## src/rv_isa_pkg.sv

```systemverilog
package rv_isa_pkg;

  // data word, used for registers, pc, immediates and instructions
  typedef logic [31:0] word_t;

  // architectural register index
  typedef logic [4:0] reg_idx_t;

  // shift amount taken from an operand
  typedef logic [4:0] shamt_t;

  // instruction fields
  typedef logic [6:0] opcode_t;
  typedef logic [2:0] funct3_t;
  typedef logic [6:0] funct7_t;

  // major opcodes
  localparam opcode_t OP_LUI     = 7'b01_101_11;
  localparam opcode_t OP_REG_IMM = 7'b00_100_11;
  localparam opcode_t OP_REG_REG = 7'b01_100_11;
  localparam opcode_t OP_BRANCH  = 7'b11_000_11;
  localparam opcode_t OP_ENVIRON = 7'b11_100_11;

  // funct7 values for the integer groups
  localparam funct7_t FUNCT7_BASE = 7'b000_0000;
  // selects SUB, SRA and SRAI
  localparam funct7_t FUNCT7_ALT  = 7'b010_0000;

  // alu funct3, shared by register-immediate and register-register
  localparam funct3_t F3_ADD_SUB = 3'b000;
  localparam funct3_t F3_SLL     = 3'b001;
  localparam funct3_t F3_SLT     = 3'b010;
  localparam funct3_t F3_SLTU    = 3'b011;
  localparam funct3_t F3_XOR     = 3'b100;
  localparam funct3_t F3_SRL_SRA = 3'b101;
  localparam funct3_t F3_OR      = 3'b110;
  localparam funct3_t F3_AND     = 3'b111;

  // branch funct3
  localparam funct3_t F3_BEQ  = 3'b000;
  localparam funct3_t F3_BNE  = 3'b001;
  localparam funct3_t F3_BLT  = 3'b100;
  localparam funct3_t F3_BGE  = 3'b101;
  localparam funct3_t F3_BLTU = 3'b110;
  localparam funct3_t F3_BGEU = 3'b111;

endpackage

```

## src/core_cfg_pkg.sv

```systemverilog
package core_cfg_pkg;

  // operations the alu can perform
  typedef enum logic [3:0] {
    ALU_ADD,
    ALU_SUB,
    ALU_SLT,
    ALU_SLTU,
    ALU_XOR,
    ALU_OR,
    ALU_AND,
    ALU_SLL,
    ALU_SRL,
    ALU_SRA,
    // second operand straight through, for lui
    ALU_PASS_B
  } alu_op_t;

  // start address after reset
  localparam rv_isa_pkg::word_t DEFAULT_RESET_PC = 32'h0000_0000;

  // full rv32i register count
  localparam int DEFAULT_NUM_REGS = 32;

endpackage

```

## src/decode_if.sv

```systemverilog
`timescale 1ns/1ps

interface decode_if
  import rv_isa_pkg::*;
  import core_cfg_pkg::*;
();

  // register indices
  reg_idx_t rs1;
  reg_idx_t rs2;
  reg_idx_t rd;

  // immediate for the current format, operand select and operation
  word_t    imm;
  logic     use_imm;
  alu_op_t  alu_op;

  // control levels for the current instruction
  logic     reg_we;
  logic     branch;
  funct3_t  funct3;
  logic     halt;

  modport dec (
    output rs1, rs2, rd, imm, use_imm, alu_op, reg_we, branch, funct3, halt
  );

  // execution side only needs operands and control
  modport exe (
    input imm, use_imm, alu_op, branch, funct3, halt
  );

endinterface

```

## src/rv_decoder.sv

```systemverilog
`timescale 1ns/1ps

module rv_decoder
  import rv_isa_pkg::*;
  import core_cfg_pkg::*;
(
  input word_t  insn,
  decode_if.dec dec
);

  opcode_t opcode;
  funct3_t funct3;
  funct7_t funct7;

  word_t imm_i;
  word_t imm_b;
  word_t imm_u;

  logic alt;
  logic imm_alt;
  logic imm_ok;
  logic reg_ok;
  logic branch_ok;
  logic is_ecall;

  // same funct3 mapping for both integer groups
  function automatic alu_op_t alu_op_of(funct3_t f3, logic sel_alt);
    alu_op_t op;
    case (f3)
      F3_ADD_SUB: op = sel_alt ? ALU_SUB : ALU_ADD;
      F3_SLL:     op = ALU_SLL;
      F3_SLT:     op = ALU_SLT;
      F3_SLTU:    op = ALU_SLTU;
      F3_XOR:     op = ALU_XOR;
      F3_SRL_SRA: op = sel_alt ? ALU_SRA : ALU_SRL;
      F3_OR:      op = ALU_OR;
      default:    op = ALU_AND;
    endcase
    return op;
  endfunction

  // field split
  assign opcode = insn[6:0];
  assign funct3 = insn[14:12];
  assign funct7 = insn[31:25];

  assign dec.rd     = insn[11:7];
  assign dec.rs1    = insn[19:15];
  assign dec.rs2    = insn[24:20];
  assign dec.funct3 = funct3;

  // sign-extended immediates
  assign imm_i = {{20{insn[31]}}, insn[31:20]};
  assign imm_b = {{19{insn[31]}}, insn[31], insn[7], insn[30:25], insn[11:8], 1'b0};
  assign imm_u = {insn[31:12], 12'b0};

  assign alt = (funct7 == FUNCT7_ALT);

  // for immediates the upper bits only mean funct7 on shifts
  assign imm_alt = alt && (funct3 == F3_SRL_SRA);

  assign imm_ok = (funct3 == F3_SLL)     ? (funct7 == FUNCT7_BASE) :
                  (funct3 == F3_SRL_SRA) ? (funct7 == FUNCT7_BASE || alt) :
                  1'b1;

  // alt funct7 only exists for SUB and SRA
  assign reg_ok = (funct7 == FUNCT7_BASE) ||
                  (alt && (funct3 == F3_ADD_SUB || funct3 == F3_SRL_SRA));

  assign branch_ok = funct3 inside {F3_BEQ, F3_BNE, F3_BLT, F3_BGE, F3_BLTU, F3_BGEU};

  // ecall has every field above the opcode at zero
  assign is_ecall = (insn[31:7] == '0);

  always_comb
  begin
    dec.imm     = imm_i;
    dec.use_imm = 1'b0;
    dec.alu_op  = ALU_ADD;
    dec.reg_we  = 1'b0;
    dec.branch  = 1'b0;
    dec.halt    = 1'b0;

    case (opcode)
      OP_LUI:
      begin
        dec.imm     = imm_u;
        dec.use_imm = 1'b1;
        dec.alu_op  = ALU_PASS_B;
        dec.reg_we  = 1'b1;
      end
      OP_REG_IMM:
      begin
        dec.use_imm = 1'b1;
        dec.alu_op  = alu_op_of(funct3, imm_alt);
        dec.reg_we  = imm_ok;
      end
      OP_REG_REG:
      begin
        dec.alu_op = alu_op_of(funct3, alt);
        dec.reg_we = reg_ok;
      end
      OP_BRANCH:
      begin
        dec.imm    = imm_b;
        dec.branch = branch_ok;
      end
      OP_ENVIRON:
      begin
        dec.halt = is_ecall;
      end
      default:
      begin
        // unknown opcode, no write and pc + 4
        dec.reg_we = 1'b0;
      end
    endcase
  end

endmodule

```

## src/reg_file.sv

```systemverilog
`timescale 1ns/1ps

module reg_file
  import rv_isa_pkg::*;
  import core_cfg_pkg::*;
#(
  parameter int NUM_REGS = DEFAULT_NUM_REGS
) (
  input  logic     clk,
  input  logic     rst,
  input  logic     we,
  input  reg_idx_t rd,
  input  word_t    rd_data,
  input  reg_idx_t rs1,
  output word_t    rs1_data,
  input  reg_idx_t rs2,
  output word_t    rs2_data
);

  word_t regs [NUM_REGS];

  logic wr_ok;
  logic rs1_ok;
  logic rs2_ok;

  // x0 and indices past the array are not backed by storage
  assign wr_ok  = we && (rd != '0) && (int'(rd) < NUM_REGS);
  assign rs1_ok = (rs1 != '0) && (int'(rs1) < NUM_REGS);
  assign rs2_ok = (rs2 != '0) && (int'(rs2) < NUM_REGS);

  assign rs1_data = rs1_ok ? regs[rs1] : '0;
  assign rs2_data = rs2_ok ? regs[rs2] : '0;

  always_ff @(posedge clk)
  begin
    if (rst)
    begin
      for (int i = 0; i < NUM_REGS; i++)
      begin
        regs[i] <= '0;
      end
    end
    else if (wr_ok)
    begin
      regs[rd] <= rd_data;
    end
  end

endmodule

```

## src/alu.sv

```systemverilog
`timescale 1ns/1ps

module alu
  import rv_isa_pkg::*;
  import core_cfg_pkg::*;
(
  decode_if.exe dec,
  input  word_t rs1_data,
  input  word_t rs2_data,
  output word_t result
);

  word_t  op_b;
  shamt_t shamt;

  // immediate for lui and the register-immediate group
  assign op_b  = dec.use_imm ? dec.imm : rs2_data;

  // only the low five bits shift
  assign shamt = op_b[4:0];

  always_comb
  begin
    case (dec.alu_op)
      ALU_ADD:
      begin
        result = rs1_data + op_b;
      end
      ALU_SUB:
      begin
        result = rs1_data - op_b;
      end
      ALU_SLT:
      begin
        result = word_t'($signed(rs1_data) < $signed(op_b));
      end
      ALU_SLTU:
      begin
        result = word_t'(rs1_data < op_b);
      end
      ALU_XOR:
      begin
        result = rs1_data ^ op_b;
      end
      ALU_OR:
      begin
        result = rs1_data | op_b;
      end
      ALU_AND:
      begin
        result = rs1_data & op_b;
      end
      ALU_SLL:
      begin
        result = rs1_data << shamt;
      end
      ALU_SRL:
      begin
        result = rs1_data >> shamt;
      end
      ALU_SRA:
      begin
        // sign bit fills from the left
        result = word_t'($signed(rs1_data) >>> shamt);
      end
      default:
      begin
        result = op_b;
      end
    endcase
  end

endmodule

```

## src/pc_unit.sv

```systemverilog
`timescale 1ns/1ps

module pc_unit
  import rv_isa_pkg::*;
  import core_cfg_pkg::*;
#(
  parameter word_t RESET_PC = DEFAULT_RESET_PC
) (
  input  logic  clk,
  input  logic  rst,
  decode_if.exe dec,
  input  word_t rs1_data,
  input  word_t rs2_data,
  output word_t pc
);

  logic  taken;
  word_t pc_next;

  // branch condition from funct3
  always_comb
  begin
    taken = 1'b0;
    if (dec.branch)
    begin
      case (dec.funct3)
        F3_BEQ:  taken = (rs1_data == rs2_data);
        F3_BNE:  taken = (rs1_data != rs2_data);
        F3_BLT:  taken = ($signed(rs1_data) < $signed(rs2_data));
        F3_BGE:  taken = ($signed(rs1_data) >= $signed(rs2_data));
        F3_BLTU: taken = (rs1_data < rs2_data);
        F3_BGEU: taken = (rs1_data >= rs2_data);
        default: taken = 1'b0;
      endcase
    end
  end

  always_comb
  begin
    if (dec.halt)
    begin
      // ecall parks the core on itself
      pc_next = pc;
    end
    else if (taken)
    begin
      pc_next = pc + dec.imm;
    end
    else
    begin
      pc_next = pc + 32'd4;
    end
  end

  always_ff @(posedge clk)
  begin
    if (rst)
    begin
      pc <= RESET_PC;
    end
    else
    begin
      pc <= pc_next;
    end
  end

endmodule

```

## src/rv_core.sv

```systemverilog
`timescale 1ns/1ps

module rv_core
  import rv_isa_pkg::*;
  import core_cfg_pkg::*;
#(
  parameter word_t RESET_PC = DEFAULT_RESET_PC,
  parameter int    NUM_REGS = DEFAULT_NUM_REGS
) (
  input  logic     clk,
  input  logic     rst,
  input  word_t    insn,
  output word_t    pc,
  output logic     halt,
  output logic     wb_we,
  output reg_idx_t wb_rd,
  output word_t    wb_data
);

  word_t rs1_data;
  word_t rs2_data;

  decode_if dec_bus ();

  rv_decoder u_decoder (
    .insn (insn),
    .dec  (dec_bus)
  );

  // the register write bus doubles as the writeback trace
  reg_file #(
    .NUM_REGS (NUM_REGS)
  ) u_reg_file (
    .clk      (clk),
    .rst      (rst),
    .we       (wb_we),
    .rd       (wb_rd),
    .rd_data  (wb_data),
    .rs1      (dec_bus.rs1),
    .rs1_data (rs1_data),
    .rs2      (dec_bus.rs2),
    .rs2_data (rs2_data)
  );

  alu u_alu (
    .dec      (dec_bus),
    .rs1_data (rs1_data),
    .rs2_data (rs2_data),
    .result   (wb_data)
  );

  pc_unit #(
    .RESET_PC (RESET_PC)
  ) u_pc_unit (
    .clk      (clk),
    .rst      (rst),
    .dec      (dec_bus),
    .rs1_data (rs1_data),
    .rs2_data (rs2_data),
    .pc       (pc)
  );

  // no register write while reset is held
  assign wb_we = dec_bus.reg_we & ~rst;
  assign wb_rd = dec_bus.rd;
  assign halt  = dec_bus.halt;

endmodule

```

## config.mk

```make
export PLATFORM = sky130hd
export DESIGN_NAME = rv_core
export DESIGN_NICKNAME = d
export VERILOG_FILES = /design/src/rv_isa_pkg.sv /design/src/core_cfg_pkg.sv /design/src/decode_if.sv /design/src/rv_decoder.sv /design/src/reg_file.sv /design/src/alu.sv /design/src/pc_unit.sv /design/src/rv_core.sv
export SDC_FILE = /design/constraint.sdc
export NUM_CORES = 2
export LEC_CHECK = 0
export BUFFER_PORTS_ARGS = -buffer_cell sky130_fd_sc_hd__buf_2
export CAP_MARGIN = 40
export CORE_AREA = 2 2 481 483
export CTS_BUF_LIST = sky130_fd_sc_hd__clkbuf_8
export DETAILED_ROUTE_END_ITERATION = 6
export DIE_AREA = 0 0 483 485
export GPL_TIMING_DRIVEN = 0
export HOLD_SLACK_MARGIN = 0.1
export PLACE_DENSITY = 0.44
export SETUP_SLACK_MARGIN = 0.05
export SLEW_MARGIN = 5
export SYNTH_ARGS = -nofsm -noshare
export SYNTH_HDL_FRONTEND = slang
export SYNTH_SLANG_ARGS = --single-unit
export TNS_END_PERCENT = 5
```

## constraint.sdc

```tcl
create_clock -name clk -period 21.2 [get_ports clk]
set_input_delay 6.36 -clock clk [delete_from_list [all_inputs] [get_ports clk]]
set_output_delay 6.36 -clock clk [all_outputs]
set_load 0.01 [all_outputs]
```

[Word-level counts from Yosys, hierarchy flattened]
Memories as Yosys holds them, arrays and structs flattened.
Cells that the tools add are included.
Widths: inputs -> output; s select.
Cells by class
  add/sub/neg operators: 4
  reduce and logical (&&, ||, !) cells: 16
  div/mod/pow operators: 0
  shift-type cells: 3
  $mul: 0
  eq/ne operators: 24
  $lt $le $gt $ge: 6
  bitwise operators: 5
  muxes and demuxes: 29
Operator list (count)
  $pmux 32 s10: 1
  $mux 32: 5
  $lt 32x32->1: 4
  $add 32x32->32: 2
  $ge 32x32->1: 2
  $pmux 31 s2: 1
  $pmux 4 s7: 2
  $add 32x3->32 const B: 1
  $and 32x32->32: 1
  $eq 32x32->1: 1
  $ne 32x32->1: 1
  $or 32x32->32: 1
  $reduce_or 32->1: 1
  $shl 32x5->32: 1
  $shr 32x5->32: 1
  $sshr 32x5->32: 1
  $sub 32x32->32: 1
  $xor 32x32->32: 1
  $logic_not 25->1: 1
  $eq 7x6->1 const B: 3
  $eq 4x3->1 const B: 4
  $mux 1: 16
  $reduce_bool 5->1: 3
  $eq 7x7->1 const B: 2
  other kinds (20): 30
Word-level totals
  bits in read-only memories: 0
  register bits: 32
  memories kept: 1
  latch bits: 0
  input port bits: 34
  output and inout port bits: 71
  bits in writable memories: 1024
Memory list
  u_reg_file.regs: words 32, width 32, rd ports 2, clocked after Yosys merged registers in 0, wr ports 32, RTL line reg_file.sv:20  | word_t regs [NUM_REGS];

[Depth between registers and ports, before layout]
  depth in word-level cells: 12
  depth in mapped cells: 29

[Hierarchy]
A second synthesis with hierarchy kept.
Unflattened totals
  cell total of the unflattened synthesis: 5670
  area total of the unflattened synthesis: 68878.6 µm²
Modules (own cells, without submodules)
  reg_file: instances 1, seq. area each 30749.5 µm², cells each 3502, area an instance 54253.3 µm²
  alu: instances 1, seq. area each 0.0 µm², cells each 1458, area an instance 9379.0 µm²
  pc_unit: instances 1, seq. area each 640.6 µm², cells each 606, area an instance 4495.6 µm²
  rv_decoder: instances 1, seq. area each 0.0 µm², cells each 103, area an instance 737.0 µm²
  rv_core: instances 1, seq. area each 0.0 µm², cells each 1, area an instance 13.8 µm²

[Worst setup path after synthesis]
OpenSTA, ideal clock, no wires.
  kind: input -> output
  start: in insn[20]
  end: out wb_data[25]
  stages on the path: 27
  arrival: 12.806 ns
  setup slack: 2.034 ns
  cell sequence: buf_4 -> buf_4 -> buf_4 -> buf_4 -> buf_4 -> buf_2 -> clkbuf_1 -> buf_1 -> mux4_2 -> mux4_2 -> mux2_2 -> nand2_1 -> o21a_1 -> ha_1 -> clkbuf_1 -> inv_1 -> a21oi_1 -> o21bai_1 -> a2bb2oi_1 -> a21oi_1 -> o41ai_1 -> a21oi_1 -> xnor2_1 -> nor2_1 -> nor4_2 -> buf_2 -> a21oi_1
On the way
  word-level cells in the longest chain between the ends: 5
  elaborated cells between the ends (all ways): 14
Ends and longest elaborated chain
  start: declaration: RTL line rv_core.sv:12  | input word_t insn,
  $mem_v2 32x32 or $reduce_bool 5->1 (tied branches)
  $mux 32: RTL line reg_file.sv:32  | assign rs2_data = rs2_ok ? regs[rs2] : '0;
  $mux 32 (*): RTL line alu.sv:17  | assign op_b = dec.use_imm ? dec.imm : rs2_data;
  $sub 32x32->32 (tied with other cells): RTL line alu.sv:31  | result = rs1_data - op_b;
  $pmux 32 s10 (*): RTL line alu.sv:24  | case (dec.alu_op)
  end: declaration: RTL line rv_core.sv:17  | output word_t wb_data
Every way passes the cells marked *; elsewhere a longest branch is shown, timed or not.

[Worst setup path after layout]
  start: in insn[16]
  end: out wb_data[30]
On the way
  word-level cells in the longest chain between the ends: 4
  elaborated cells between the ends (all ways): 14
Ends and longest elaborated chain (RTL line)
  $mem_v2 32x32 (tied with other cells)
  $mux 32 (on tied branches): reg_file.sv:31, alu.sv:17
  $sub 32x32->32 (tied with other cells): alu.sv:31
  $pmux 32 s10 (*): alu.sv:24
Marked as above.

==> flow_metrics.py <==
metrics = {
    "status": {
        "status": "finished with violations",
        "violations": "DRC, setup timing",
    },
    "synthesis": {
        "synth.top_cell.area_share_pct": 44.9,
        "synth_xor_area_share_pct": 0.499,
        "yosysSeqAreaShare_pct": 45.9,
        "synth_top_area_cell": "edfxtp_1",
        "ys_warn_count": 0,
        "synth_top_family_by_area": "multiplexers",
        "synth_edf_count": 1024,
        "syn-instance-count": 6017,
        "netlist_area_um2": 68500,
        "synth.avg_cell_area_um2": 11.4,
        "synth-compound-area-share_pct": 12.4,
        "synth_mux_area_share_pct": 19.9,
        "synth_fa_ha_area_share_pct": 3.03,
        "ys_ff_latch": 1056,
        "synthSimpleGateAreaFrac_pct": 13.7,
        "synth-main-ff-cell": "edfxtp_1",
        "synth_area_leaders": "edfxtp_1 45%, mux4_2 15%, nor2_1 4.8%",
        "synthArstFlopShare_pct": 0,
        "synth.distinct_cells": 101,
    },
    "cells_and_area": {
        "final_nets": 6846,
        "fill_cells": 22900,
        "syn_to_final_growth_pct": 19.3,
        "final_common_cell": "edfxtp_1",
        "final_cell_mix": "1024 x edfxtp_1, 861 x nor2_1, 462 x mux4_2",
        "fin_area_um2": 81700,
        "drive_above_1_share_pct": 23.3,
        "fin_util_pct": 35.7,
    },
    "setup_path": {
        "crit_path_start_kind": "input port",
        "required_ns": 14.84,
        "worstReg2RegStart": "u_reg_file.regs[16][2]",
        "ff2ff_path_depth": 24,
        "regToRegSetupSlack_ns": 13.19,
        "startpoint": "insn[16]",
        "critPathArrivalTime_ns": 15.07,
        "path_class": "input port to output port",
        "timing.rr.end": "u_reg_file.regs[22][24]",
        "max_stage_delay_ns": 0.78,
        "critPathSlowestCell": "buf_2",
        "cp_max_fo": 10,
        "worst_setup_path_end_kind": "output port",
    },
    "global_routing": {
        "grt_pass1_wl_um": 580000,
        "grt_use_met2_pct": 53.3,
        "grt_max_degree": 27,
        "grt_pass1_vias": 61000,
        "top_usage_layer": "met2",
        "use_met3_pct": 14.4,
        "grt-ovfl-total": 0,
        "use_met1_pct": 44.9,
        "antenna_found_initial": 42,
        "grt_use_total_pct": 37.0,
    },
    "cts": {
        "clock_path_buffers": 3,
        "cts.reportedPaths.clkPinSlew_ns": 0.05,
        "clkLatencyLatePin_ns": 1.03,
        "ctsHoldBuffers": 0,
        "cts_tree": "yes",
        "cts_buffers": 193,
        "htreeDepth": 4,
        "clkSinkCount": 1056,
        "cts_root_buffer": "clkbuf_8",
    },
    "timing": {
        "slew_violations": 0,
        "tightest_slew_ns": 1.19,
        "hold_violations": 0,
        "rsz0062_at_grt": "true",
        "setup_slack_ns": -0.229,
        "setup_viol": 4,
        "skew_ns": 0.0921,
        "min_period_ns": 21.43,
        "slew_headroom_pct": 20.6,
        "fmax_mhz": 46.7,
        "timing.final.crit_share_pct": 101,
    },
    "drt": {
        "ant_nets": 0,
        "drtPass1Iterations": 7,
        "drc": 1,
        "drt_wl_total_um": 449000,
        "drt-vias-per-instance": 6.69,
        "vias": 65800,
        "wl_per_cell_um": 45.6,
        "drtIter0Drc": 12500,
    },
    "run": {
        "cap_violations": 0,
    },
    "worst_hold_path": {
        "holdPathStages": 2,
        "hp-start": "u_pc_unit.pc[0]",
        "hold_path_class": "register to register",
        "holdPathEnd": "u_pc_unit.pc[0]",
    },
    "pwr": {
        "p_leak_nw": 30.9,
        "total_power_w": 0.00687,
        "ir_drop_mv": 0.0607,
        "power.density_nw_per_um2": 84.1,
    },
    "place": {
        "dp_hpwl_um": 335000,
        "globalplace.congestion": 1.03,
        "place_area_um2": 77700,
        "port_buffers": 94,
    },
    "floorplan": {
        "die_width_um": 483,
        "core_area_um2": 229000,
        "placementRows": 176,
        "chipHeight_um": 485,
        "io_pins": 105,
        "start_util_pct": 29.9,
        "dieArea_um2": 234000,
    },
}
[layout make-up]
cell class | instances | area (um2) | area share [%]
well taps | 3026 | 3790 | 4.64
repair buffers | 414 | 4820 | 5.91
inverters | 134 | 503 | 0.616
multi-input cells | 4281 | 34800 | 42.7
diodes | 37 | 92.6 | 0.113
clock buffers | 195 | 2680 | 3.29
plain buffers | 568 | 2820 | 3.46
clock inverters | 134 | 732 | 0.896
flip-flops and latches | 1056 | 31400 | 38.4
[logic make-up after synthesis]
logic type	after synthesis
DFF	1056
other	1
buffers and inverters	711
and+or+nand+nor	2017
muxes	777
AOI/OAI and AO/OA	1252
adders and majority gates	164
xor gates and xnor gates	39
[critical path, delay by kind of cell]
kind / cells / cell delay, ns
adder cells (fa/ha/maj): 1 / 0.37
multiplexers: 1 / 0.40
AND/OR/NAND/NOR: 4 / 1.08
AO/OA/AOI/OAI: 10 / 3.13
buffers and inverters: 10 / 3.63
[routing by layer]
layer / wire length [um] / vias up
li1: - / 24700
met1: 162000 / 33400
met2: 185000 / 6082
met3: 61600 / 1628
met4: 40200 / 36
met5: 284 / -
[power by group]
part	internal, W	switching, W
Sequential	0.00236	0.0000409
Combinational	0.000729	0.00186
Clock	0.000883	0.000998
[Yosys cell counts, drive strengths merged, types with 21 or more instances]
library cell  count
a22oi           100
o31ai            21
nor3            394
o22ai            76
edfxtp         1024
a21oi           321
xnor2            26
o21ai           151
o21bai           25
nand2b           65
nor2            867
dfxtp            32
nor4             26
nand4            43
a221oi           39
inv             133
ha              161
o211ai           43
nand2           263
mux4            462
nor2b            41
a31oi            32
mux2i           267
a21o             56
a211oi          149
and3             48
o21a             39
clkbuf          326
and2             26
mux2             48
nand3           131
buf             251
[state kept, by name, summed over array words and instances, names as in the netlist]
name,count
u_reg_file.regs,1024
u_pc_unit.pc,32
[how the worst max path moves through the flow]
stage | to | slack, ns | cells after the start
detailed placement | wb_data[31] | -1.84 | 31
floorplan | wb_data[25] | 2.03 | 27
global placement | wb_data[19] | -5.25 | 22
global route | wb_data[0] | -0.03 | 29
finish | wb_data[30] | -0.23 | 26
CTS | wb_data[28] | 0.05 | 31
[metrics by stage]
stage | setup slack [ns] | hold WS, ns | std cells | setup TNS, ns
after floorplan | 2.03 | 0.539 | 6048 | 0
after global placement | -5.25 | 0.523 | 9168 | -90.95
after detailed placement | -1.84 | 0.540 | 9473 | -27.73
after CTS | 0.0521 | 0.554 | 9802 | 0
after global routing | -0.0282 | 0.564 | 9819 | -0.0443
final | -0.229 | 0.550 | 9845 | -0.445
[repair_timing]
action	in CTS	in global routing
endpoints found under the setup margin	29	22
setup buffers	4	3
pin swaps	4	5
resized for setup	69	30
No activity file was read; power rests on OpenSTA's default activity.
